==> src/mmem_pkg.sv <==
// shared widths, types and pipeline constants for the scratchpad slice; import where needed
`default_nettype none

package mmem_pkg;

   // ~~~~~~~~~~~~~~~~~~~~~~~~~~~~~~~~~~~~~~~~~~~~~~~~~~~~~~~~~~~~~~~~~~~~~~
   // widths
   // ~~~~~~~~~~~~~~~~~~~~~~~~~~~~~~~~~~~~~~~~~~~~~~~~~~~~~~~~~~~~~~~~~~~~~~

   localparam int unsigned DATA_W = 32;
   localparam int unsigned ADDR_W = 5;

   // words held by each scratchpad copy
   localparam int unsigned MMEM_DEPTH = 32;

   // edges from issue to registered result
   localparam int unsigned RESULT_LATENCY = 2;

   // ~~~~~~~~~~~~~~~~~~~~~~~~~~~~~~~~~~~~~~~~~~~~~~~~~~~~~~~~~~~~~~~~~~~~~~
   // types
   // ~~~~~~~~~~~~~~~~~~~~~~~~~~~~~~~~~~~~~~~~~~~~~~~~~~~~~~~~~~~~~~~~~~~~~~

   typedef logic [DATA_W-1:0] word_t;
   typedef logic [ADDR_W-1:0] maddr_t;

   // micro-instruction alu field
   typedef enum logic [2:0]
   {
      OP_ADD    = 3'd0,
      OP_SUB    = 3'd1,
      OP_AND    = 3'd2,
      OP_OR     = 3'd3,
      OP_XOR    = 3'd4,
      OP_PASS_M = 3'd5,
      OP_PASS_A = 3'd6,
      OP_SHL_M  = 3'd7
   } alu_op_t;

endpackage

`default_nettype wire

==> src/alu_stage.sv <==
// alu and result register; result feeds the outputs, ram writeback and forwarding
`timescale 1ns/100ps
`default_nettype none

module alu_stage
(
   input  logic              clk_a,
   input  logic              reset,

   input  logic              op_valid,
   input  mmem_pkg::word_t   op_m,
   input  mmem_pkg::word_t   op_a,
   input  mmem_pkg::maddr_t  op_dest,
   input  mmem_pkg::alu_op_t op_alu,

   output logic              res_valid,
   output mmem_pkg::maddr_t  res_dest,
   output mmem_pkg::word_t   res_data
);

   import mmem_pkg::*;

   word_t alu_out;

   // ~~~~~~~~~~~~~~~~~~~~~~~~~~~~~~~~~~~~~~~~~~~~~~~~~~~~~~~~~~~~~~~~~~~~~~
   // operation select
   // ~~~~~~~~~~~~~~~~~~~~~~~~~~~~~~~~~~~~~~~~~~~~~~~~~~~~~~~~~~~~~~~~~~~~~~

   always_comb
   begin
      case (op_alu)
         OP_ADD:
         begin
            alu_out = op_m + op_a;
         end
         OP_SUB:
         begin
            alu_out = op_m - op_a;
         end
         OP_AND:
         begin
            alu_out = op_m & op_a;
         end
         OP_OR:
         begin
            alu_out = op_m | op_a;
         end
         OP_XOR:
         begin
            alu_out = op_m ^ op_a;
         end
         OP_PASS_M:
         begin
            alu_out = op_m;
         end
         OP_PASS_A:
         begin
            alu_out = op_a;
         end
         OP_SHL_M:
         begin
            // low bit fills with zero
            alu_out = {op_m[DATA_W-2:0], 1'b0};
         end
         default:
         begin
            alu_out = op_m;
         end
      endcase
   end

   // ~~~~~~~~~~~~~~~~~~~~~~~~~~~~~~~~~~~~~~~~~~~~~~~~~~~~~~~~~~~~~~~~~~~~~~
   // result register
   // ~~~~~~~~~~~~~~~~~~~~~~~~~~~~~~~~~~~~~~~~~~~~~~~~~~~~~~~~~~~~~~~~~~~~~~

   always_ff @(posedge clk_a)
   begin
      if (reset)
      begin
         res_valid <= 1'b0;
      end
      else
      begin
         res_valid <= op_valid;
      end
   end

   // payload held between instructions
   always_ff @(posedge clk_a)
   begin
      if (op_valid)
      begin
         res_dest <= op_dest;
         res_data <= alu_out;
      end
   end

   // fetch stage must hand over a defined op and destination
   a_op_known : assert property (@(posedge clk_a) disable iff (reset)
      op_valid |-> !$isunknown({op_alu, op_dest}))
      else $error("valid operand stage with unknown op or destination");

endmodule

`default_nettype wire

==> src/mmem_unit.sv <==
// scratchpad slice top: mirrored m/a memories, operand fetch and alu stage
`timescale 1ns/100ps
`default_nettype none

module mmem_unit
(
   input  logic              clk_a,
   input  logic              reset,

   input  logic              issue,
   input  mmem_pkg::maddr_t  m_src,
   input  mmem_pkg::maddr_t  a_src,
   input  mmem_pkg::maddr_t  dest,
   input  mmem_pkg::alu_op_t alu_op,

   input  logic              load_en,
   input  mmem_pkg::maddr_t  load_addr,
   input  mmem_pkg::word_t   load_data,

   output logic              result_valid,
   output mmem_pkg::word_t   result,
   output mmem_pkg::maddr_t  result_dest
);

   import mmem_pkg::*;

   word_t   m_q;
   word_t   a_q;
   maddr_t  m_addr;
   maddr_t  a_addr;
   logic    m_rden;
   logic    op_valid;
   word_t   op_m;
   word_t   op_a;
   maddr_t  op_dest;
   alu_op_t op_alu;

   // port a shared by host load and operand read
   assign m_addr = load_en ? load_addr : m_src;
   assign a_addr = load_en ? load_addr : a_src;

   // ~~~~~~~~~~~~~~~~~~~~~~~~~~~~~~~~~~~~~~~~~~~~~~~~~~~~~~~~~~~~~~~~~~~~~~
   // mirrored scratchpad, writeback on port b
   // ~~~~~~~~~~~~~~~~~~~~~~~~~~~~~~~~~~~~~~~~~~~~~~~~~~~~~~~~~~~~~~~~~~~~~~

   part_32x32dpram m_mem
   (
      .reset     (reset),
      .clk_a     (clk_a),
      .address_a (m_addr),
      .data_a    (load_data),
      .wren_a    (load_en),
      .rden_a    (m_rden),
      .q_a       (m_q),
      .clk_b     (clk_a),
      .address_b (result_dest),
      .data_b    (result),
      .wren_b    (result_valid),
      .rden_b    (1'b0),
      .q_b       ()
   );

   part_32x32dpram a_mem
   (
      .reset     (reset),
      .clk_a     (clk_a),
      .address_a (a_addr),
      .data_a    (load_data),
      .wren_a    (load_en),
      .rden_a    (m_rden),
      .q_a       (a_q),
      .clk_b     (clk_a),
      .address_b (result_dest),
      .data_b    (result),
      .wren_b    (result_valid),
      .rden_b    (1'b0),
      .q_b       ()
   );

   operand_fetch u_fetch
   (
      .clk_a     (clk_a),
      .reset     (reset),
      .issue     (issue),
      .m_src     (m_src),
      .a_src     (a_src),
      .dest      (dest),
      .alu_op    (alu_op),
      .m_q       (m_q),
      .a_q       (a_q),
      .res_valid (result_valid),
      .res_dest  (result_dest),
      .res_data  (result),
      .load_en   (load_en),
      .m_rden    (m_rden),
      .op_valid  (op_valid),
      .op_m      (op_m),
      .op_a      (op_a),
      .op_dest   (op_dest),
      .op_alu    (op_alu)
   );

   alu_stage u_alu
   (
      .clk_a     (clk_a),
      .reset     (reset),
      .op_valid  (op_valid),
      .op_m      (op_m),
      .op_a      (op_a),
      .op_dest   (op_dest),
      .op_alu    (op_alu),
      .res_valid (result_valid),
      .res_dest  (result_dest),
      .res_data  (result)
   );

endmodule

`default_nettype wire

==> src/operand_fetch.sv <==
// operand stage: starts the scratchpad reads and forwards the two newest results
`timescale 1ns/100ps
`default_nettype none

module operand_fetch
(
   input  logic              clk_a,
   input  logic              reset,

   // issued micro-instruction
   input  logic              issue,
   input  mmem_pkg::maddr_t  m_src,
   input  mmem_pkg::maddr_t  a_src,
   input  mmem_pkg::maddr_t  dest,
   input  mmem_pkg::alu_op_t alu_op,

   // registered ram outputs
   input  mmem_pkg::word_t   m_q,
   input  mmem_pkg::word_t   a_q,

   // result register
   input  logic              res_valid,
   input  mmem_pkg::maddr_t  res_dest,
   input  mmem_pkg::word_t   res_data,

   input  logic              load_en,

   output logic              m_rden,
   output logic              op_valid,
   output mmem_pkg::word_t   op_m,
   output mmem_pkg::word_t   op_a,
   output mmem_pkg::maddr_t  op_dest,
   output mmem_pkg::alu_op_t op_alu
);

   import mmem_pkg::*;

   maddr_t m_src_q;
   maddr_t a_src_q;

   // result written to ram on the same edge as the current read
   logic   ret_valid;
   maddr_t ret_dest;
   word_t  ret_data;

   logic   m_hit_res;
   logic   a_hit_res;
   logic   m_hit_ret;
   logic   a_hit_ret;

   // both copies read on the issue edge
   assign m_rden = issue;

   // ~~~~~~~~~~~~~~~~~~~~~~~~~~~~~~~~~~~~~~~~~~~~~~~~~~~~~~~~~~~~~~~~~~~~~~
   // stage registers
   // ~~~~~~~~~~~~~~~~~~~~~~~~~~~~~~~~~~~~~~~~~~~~~~~~~~~~~~~~~~~~~~~~~~~~~~

   always_ff @(posedge clk_a)
   begin
      if (reset)
      begin
         op_valid  <= 1'b0;
         ret_valid <= 1'b0;
      end
      else
      begin
         op_valid  <= issue;
         ret_valid <= res_valid;
      end
   end

   always_ff @(posedge clk_a)
   begin
      if (issue)
      begin
         m_src_q <= m_src;
         a_src_q <= a_src;
         op_dest <= dest;
         op_alu  <= alu_op;
      end
      ret_dest <= res_dest;
      ret_data <= res_data;
   end

   // ~~~~~~~~~~~~~~~~~~~~~~~~~~~~~~~~~~~~~~~~~~~~~~~~~~~~~~~~~~~~~~~~~~~~~~
   // forwarding, newest result first
   // ~~~~~~~~~~~~~~~~~~~~~~~~~~~~~~~~~~~~~~~~~~~~~~~~~~~~~~~~~~~~~~~~~~~~~~

   assign m_hit_res = res_valid && (res_dest == m_src_q);
   assign a_hit_res = res_valid && (res_dest == a_src_q);
   assign m_hit_ret = ret_valid && (ret_dest == m_src_q);
   assign a_hit_ret = ret_valid && (ret_dest == a_src_q);

   assign op_m = m_hit_res ? res_data : (m_hit_ret ? ret_data : m_q);
   assign op_a = a_hit_res ? res_data : (a_hit_ret ? ret_data : a_q);

   // host load needs three idle cycles after the last issue
   a_load_quiet : assert property (@(posedge clk_a) disable iff (reset)
      load_en |-> !issue && !$past(issue) && !$past(issue, 2) && !$past(issue, 3))
      else $error("host load too close to an issued instruction");

endmodule

`default_nettype wire

==> src/part_32x32dpram.sv <==
// 32x32 dual port synchronous ram, port a write wins; one copy per scratchpad operand
`timescale 1ns/100ps
`default_nettype none

module part_32x32dpram
(
   input  logic             reset,

   input  logic             clk_a,
   input  mmem_pkg::maddr_t address_a,
   input  mmem_pkg::word_t  data_a,
   input  logic             wren_a,
   input  logic             rden_a,
   output mmem_pkg::word_t  q_a,

   input  logic             clk_b,
   input  mmem_pkg::maddr_t address_b,
   input  mmem_pkg::word_t  data_b,
   input  logic             wren_b,
   input  logic             rden_b,
   output mmem_pkg::word_t  q_b
);

   import mmem_pkg::*;

   // ~~~~~~~~~~~~~~~~~~~~~~~~~~~~~~~~~~~~~~~~~~~~~~~~~~~~~~~~~~~~~~~~~~~~~~
   // storage
   // ~~~~~~~~~~~~~~~~~~~~~~~~~~~~~~~~~~~~~~~~~~~~~~~~~~~~~~~~~~~~~~~~~~~~~~

   word_t ram [MMEM_DEPTH];
   word_t out_a;
   word_t out_b;

   assign q_a = out_a;
   assign q_b = out_b;

   // single write per edge, port b dropped on a collision
   always_ff @(posedge clk_a)
   begin
      if (wren_a)
      begin
         ram[address_a] <= data_a;
      end
      else if (wren_b)
      begin
         ram[address_b] <= data_b;
      end
   end

   // ~~~~~~~~~~~~~~~~~~~~~~~~~~~~~~~~~~~~~~~~~~~~~~~~~~~~~~~~~~~~~~~~~~~~~~
   // read registers
   // ~~~~~~~~~~~~~~~~~~~~~~~~~~~~~~~~~~~~~~~~~~~~~~~~~~~~~~~~~~~~~~~~~~~~~~

   // old data on read during write
   always_ff @(posedge clk_a)
   begin
      if (reset)
      begin
         out_a <= '0;
      end
      else if (rden_a)
      begin
         out_a <= ram[address_a];
      end
   end

   always_ff @(posedge clk_b)
   begin
      if (reset)
      begin
         out_b <= '0;
      end
      else if (rden_b)
      begin
         out_b <= ram[address_b];
      end
   end

   // host load and writeback must never collide
   a_no_dual_write : assert property (@(posedge clk_a) disable iff (reset)
      !(wren_a && wren_b))
      else $error("both ports written in one cycle, port b write lost");

endmodule

`default_nettype wire

==> config.mk <==
export PLATFORM = sky130hd
export DESIGN_NAME = mmem_unit
export DESIGN_NICKNAME = d
export VERILOG_FILES = /design/src/mmem_pkg.sv /design/src/alu_stage.sv /design/src/mmem_unit.sv /design/src/operand_fetch.sv /design/src/part_32x32dpram.sv
export SDC_FILE = /design/constraint.sdc
export NUM_CORES = 2
export LEC_CHECK = 0
export ABC_AREA = 1
export BUFFER_PORTS_ARGS = -buffer_cell sky130_fd_sc_hd__buf_2
export CAP_MARGIN = 20
export CORE_UTILIZATION = 45
export CTS_BUF_LIST = sky130_fd_sc_hd__clkbuf_8
export CTS_CLUSTER_DIAMETER = 30
export CTS_CLUSTER_SIZE = 12
export DETAILED_ROUTE_END_ITERATION = 10
export HOLD_SLACK_MARGIN = 0.15
export PLACE_DENSITY = 0.66
export SLEW_MARGIN = 0
export SYNTH_ARGS = -nofsm -noshare
export SYNTH_HDL_FRONTEND = slang
export SYNTH_SLANG_ARGS = --single-unit
==> constraint.sdc <==
create_clock -name clk_a -period 12.04 [get_ports clk_a]
set_input_delay 0.602 -clock clk_a [delete_from_list [all_inputs] [get_ports clk_a]]
set_output_delay 0.602 -clock clk_a [all_outputs]
set_load 0.01 [all_outputs]
==> metrics.md <==
| Metric | Value |
|---|---|
| Status | finished, final reports clean |
| CP Capture Type | flop |
| P per Cell Area | 174 mW/mm^2 |
| CTS tree | done |
| GRT Max-Usage Layer | met2 |
| Final Non-Filler Cells | between 10000 and 15000 |
| Sequential area share after synthesis | between 70% and 80% |
| CTS Sinks | between 2000 and 2500 |
| Hold Crit Start | alu_op[1] |
| Hold crit path type | in -> reg |
| Least-Margin Pin Slew | between 1 and 1.5 ns |
| Core Region | approximately 0.2 sq mm |
| Max-cap violations | 0 |
| Rows | between 150 and 200 |
| Starting Density | ~45% |
| CP startpoint kind | flop |
| Mapped Cells | 7338 |
| P_leak | 35.7 nW |
| Largest net degree at the start of global routing | 238 |
| CP max stage cell | inv_4 |
| Combinational Power Share | between 10 and 15% |
| Design internal power | between 0.01 and 0.015 W |
| Final worst path period need | ~5.9 ns |
| Period utilisation layout | 49.4% |
| Via count | 63100 |
| Post-DRT Antenna Nets | 0 |
| Die height | ~450 microns |
| Vias/cell | about 6.0 |
| Post-cts resize count | 0 |
| Post-synth net total | around 7500 |
| Setup Fix Bufs, Post-CTS | 0 |
| Yosys Warn Count | 0 |
| Req. time, crit path | ~13 ns |
| Setup violators final | 0 |
| VDD IR-drop max | around 0.00014 V |
| DR iter-0 viols | 7192 |
| Fin. max-slew vios | 0 |
| Clock Latency Late Sink | roughly 1.1 ns |
| PortBufs | 96 |
| WL/cell | 25.9 microns |
| Fill count | roughly 17000 |
| Setup CP Type | reg -> reg |
| EDFF count, synth | roughly 2100 |
| Vias in the first global route | roughly 60000 |
| # nets final | 7676 |
| Crit path buf inv count | 3 |
| DRC | 0 |
| DRT Pass-1 Iters | 7 |
| Gr usage total | roughly 26% |
| Cts bufs inserted | 415 |
| Reg-to-Reg Start | u_alu.res_dest[4] |
| Power share of the clock group | 42.6% |
| GRT met1 Usage | between 30% and 40% |
| Post-CTS Hold Fix Bufs | 23 |
| GRT met2 Usage | ~40% |
| Netlist cell types | 62 |
| Fin Setup TNS | 0 ns |
| Antenna violations before repair | 15 |
| Mapped Area | between 0.09 and 0.1 sq mm |
| First-pass GRT wire length | 395 mm |
| R2R setup slack | between 6 and 7 ns |
| GP Congestion | between 0.9 and 1 |
| Slew HR | 24.5% |
| Hpwl dp | approximately 150 mm |
| Crit path max-delay family | simple AND/OR/NAND/NOR gates |
| Sequential power share | between 40% and 50% |
| Root Driver | clkbuf_8 |
| Clock Skew | about 0.093 ns |
| Flops & latches, synth | between 2000 and 2500 |
| Cells along the critical path | inv_1 -> nand2_1 -> a22oi_1 -> nand3_4 -> inv_4 -> nand2_1 -> nand2_1 -> ha_1 -> inv_1 -> nor2_2 -> nor2_1 -> xor2_1 -> ha_1 -> a21o_1 -> a21oi_1 -> o21ai_0 -> a21boi_0 -> o21ai_0 -> nand4_1 -> nand2_1 -> xor2_1 -> nand2_1 -> nand3_1 |
| CTS clock-pin slew for the worst setup and hold paths | ~0.050 ns |
| Peak Freq | ~170 MHz |
| GR Overflow Total | 0 |
| H-Tree Depth | 5 |
| Crit path DAT | ~6.8 ns |
| Post-synthesis async set-or-reset flop share | 0% |
| Placed cell count | 9750 |
| Share of post-route cells with drive strength above 1 | roughly 14% |
| Slowest cell delay on critical path | just over 0.8 ns |
| Top FF cell, synth | edfxtp_1 |
| Synth Area per Inst | roughly 13 sq um |
| CP startpoint | u_alu.res_dest[4] |
| RSZ-0062 raised after global routing | false |
| Grt met3 use | 5.52% |
| Switching pwr | about 0.0048 W |
| Sw Share | between 20% and 30% |
| Worst-path maximum fanout | 60 |
| Die X | ~450 microns |
| Final hold violation count | 0 |
| I/O pins | 97 |
| Synthesis-to-layout area growth | 14.4% |
| DRT Wirelength | between 200 and 300 mm |
| Max Root-Sink Buffers | 4 |
| CP dominant cell by count | nand2_1 |
| Die area | between 0.2 and 0.25 sq mm |
-- layout make-up --
class / instances / area [sq um] / area share (%)
timing repair buffer: 281 / 2100 / 1.99
clock inverter: 321 / 3110 / 2.94
tap: 2672 / 3340 / 3.16
inverter: 173 / 681 / 0.644
multi-input combinational: 4442 / 25200 / 23.9
clock buffer: 428 / 5890 / 5.58
sequential: 2207 / 65200 / 61.8
antenna: 13 / 32.5 / 0.0308
-- cell usage after synthesis (all sizes together) (96+ instances only) --
master | instances | share of area, %
edfxtp | 2103 | 68
nor2 | 1459 | 6.0
o21ai | 760 | 4.1
nand2 | 562 | 2.4
clkbuf | 363 | 1.5
o21bai | 258 | 2.1
o311ai | 257 | 2.4
o32ai | 256 | 2.4
o211ai | 252 | 2.0
nand3 | 237 | 1.3
inv | 171 | 0.70
buf | 153 | 0.85
a21oi | 133 | 0.77
dfxtp | 104 | 2.3
ha | 96 | 1.3
-- sequential cells by signal, indices dropped and copies added, names as in the netlist, 32 cells and up --
register	cells
a_mem.ram	1024
m_mem.ram	1024
a_mem.q_a	32
m_mem.q_a	32
u_alu.res_data	32
u_fetch.ret_data	32
-- metrics by stage --
step           hold WS, ns  utilization, %  instance area, sq um  setup WS [ns]  power (W)
2_1_floorplan        0.400               -                 92300           7.14    0.00995
3_3_place_gp         0.402            47.5                 96300           6.27     0.0106
3_5_place_dp         0.405            47.5                 96300           6.23     0.0107
4_1_cts              0.159            52.0                106000           6.22     0.0184
5_1_grt              0.186            52.0                106000           5.73     0.0190
6_report             0.243            52.1                106000           6.09     0.0184
-- cell usage in the layout (no fill, tap or decap), types with 24 or more instances in the layout --
cell type / instances
o311ai_0: 210
nor2_4: 71
nor2_1: 1384
inv_1: 211
clkinvlp_4: 50
xor2_1: 41
dfxtp_1: 103
o311ai_1: 47
nand2_1: 537
buf_2: 95
o211ai_1: 252
o32ai_1: 256
o21bai_1: 258
clkinv_4: 24
o21ai_0: 712
edfxtp_1: 2103
nand3_1: 231
clkbuf_8: 428
bufinv_16: 54
clkinv_1: 50
o22ai_1: 29
clkinv_2: 70
o21ai_4: 31
buf_4: 150
ha_1: 96
a21oi_1: 122
-- path summary, 6_finish.rpt --
path                        endpoint  cells past startpoint
setup / recovery  u_alu.res_data[27]                     23
hold / removal     u_fetch.op_alu[1]                      2
setup reg to reg  u_alu.res_data[27]                     23
hold reg to reg    u_alu.res_dest[4]                      0
-- per-layer routing --
| layer | vias up | share of wire, % |
|---|---|---|
| met5 | - | 0 |
| met4 | 0 | 4.8 |
| met3 | 533 | 9.3 |
| met2 | 3186 | 45 |
| met1 | 31400 | 40 |
| li1 | 28000 | - |
-- logic make-up (layout without fill, tap and decap cells) --
family,count (synthesis),in the layout,share of synthesized area [%]
compound gates,2008,2008,14.7
xor+xnor,48,48,0.455
fa+ha+maj,97,97,1.32
buf+inv,689,1203,3.04
flops,2207,2207,70.6
other cells,0,13,0
simple gates,2289,2289,9.86
-- power groups by stage --
stage | sequential, W | combinational (W) | clock [W]
6_report | 0.00868 | 0.00188 | 0.00784
5_1_grt | 0.00869 | 0.00201 | 0.00825
4_1_cts | 0.00868 | 0.00185 | 0.00791
3_5_place_dp | 0.00884 | 0.00183 | 0
3_3_place_gp | 0.00883 | 0.00180 | 0
2_1_floorplan | 0.00884 | 0.00112 | 0
No activity file was read; power rests on OpenSTA's default activity.
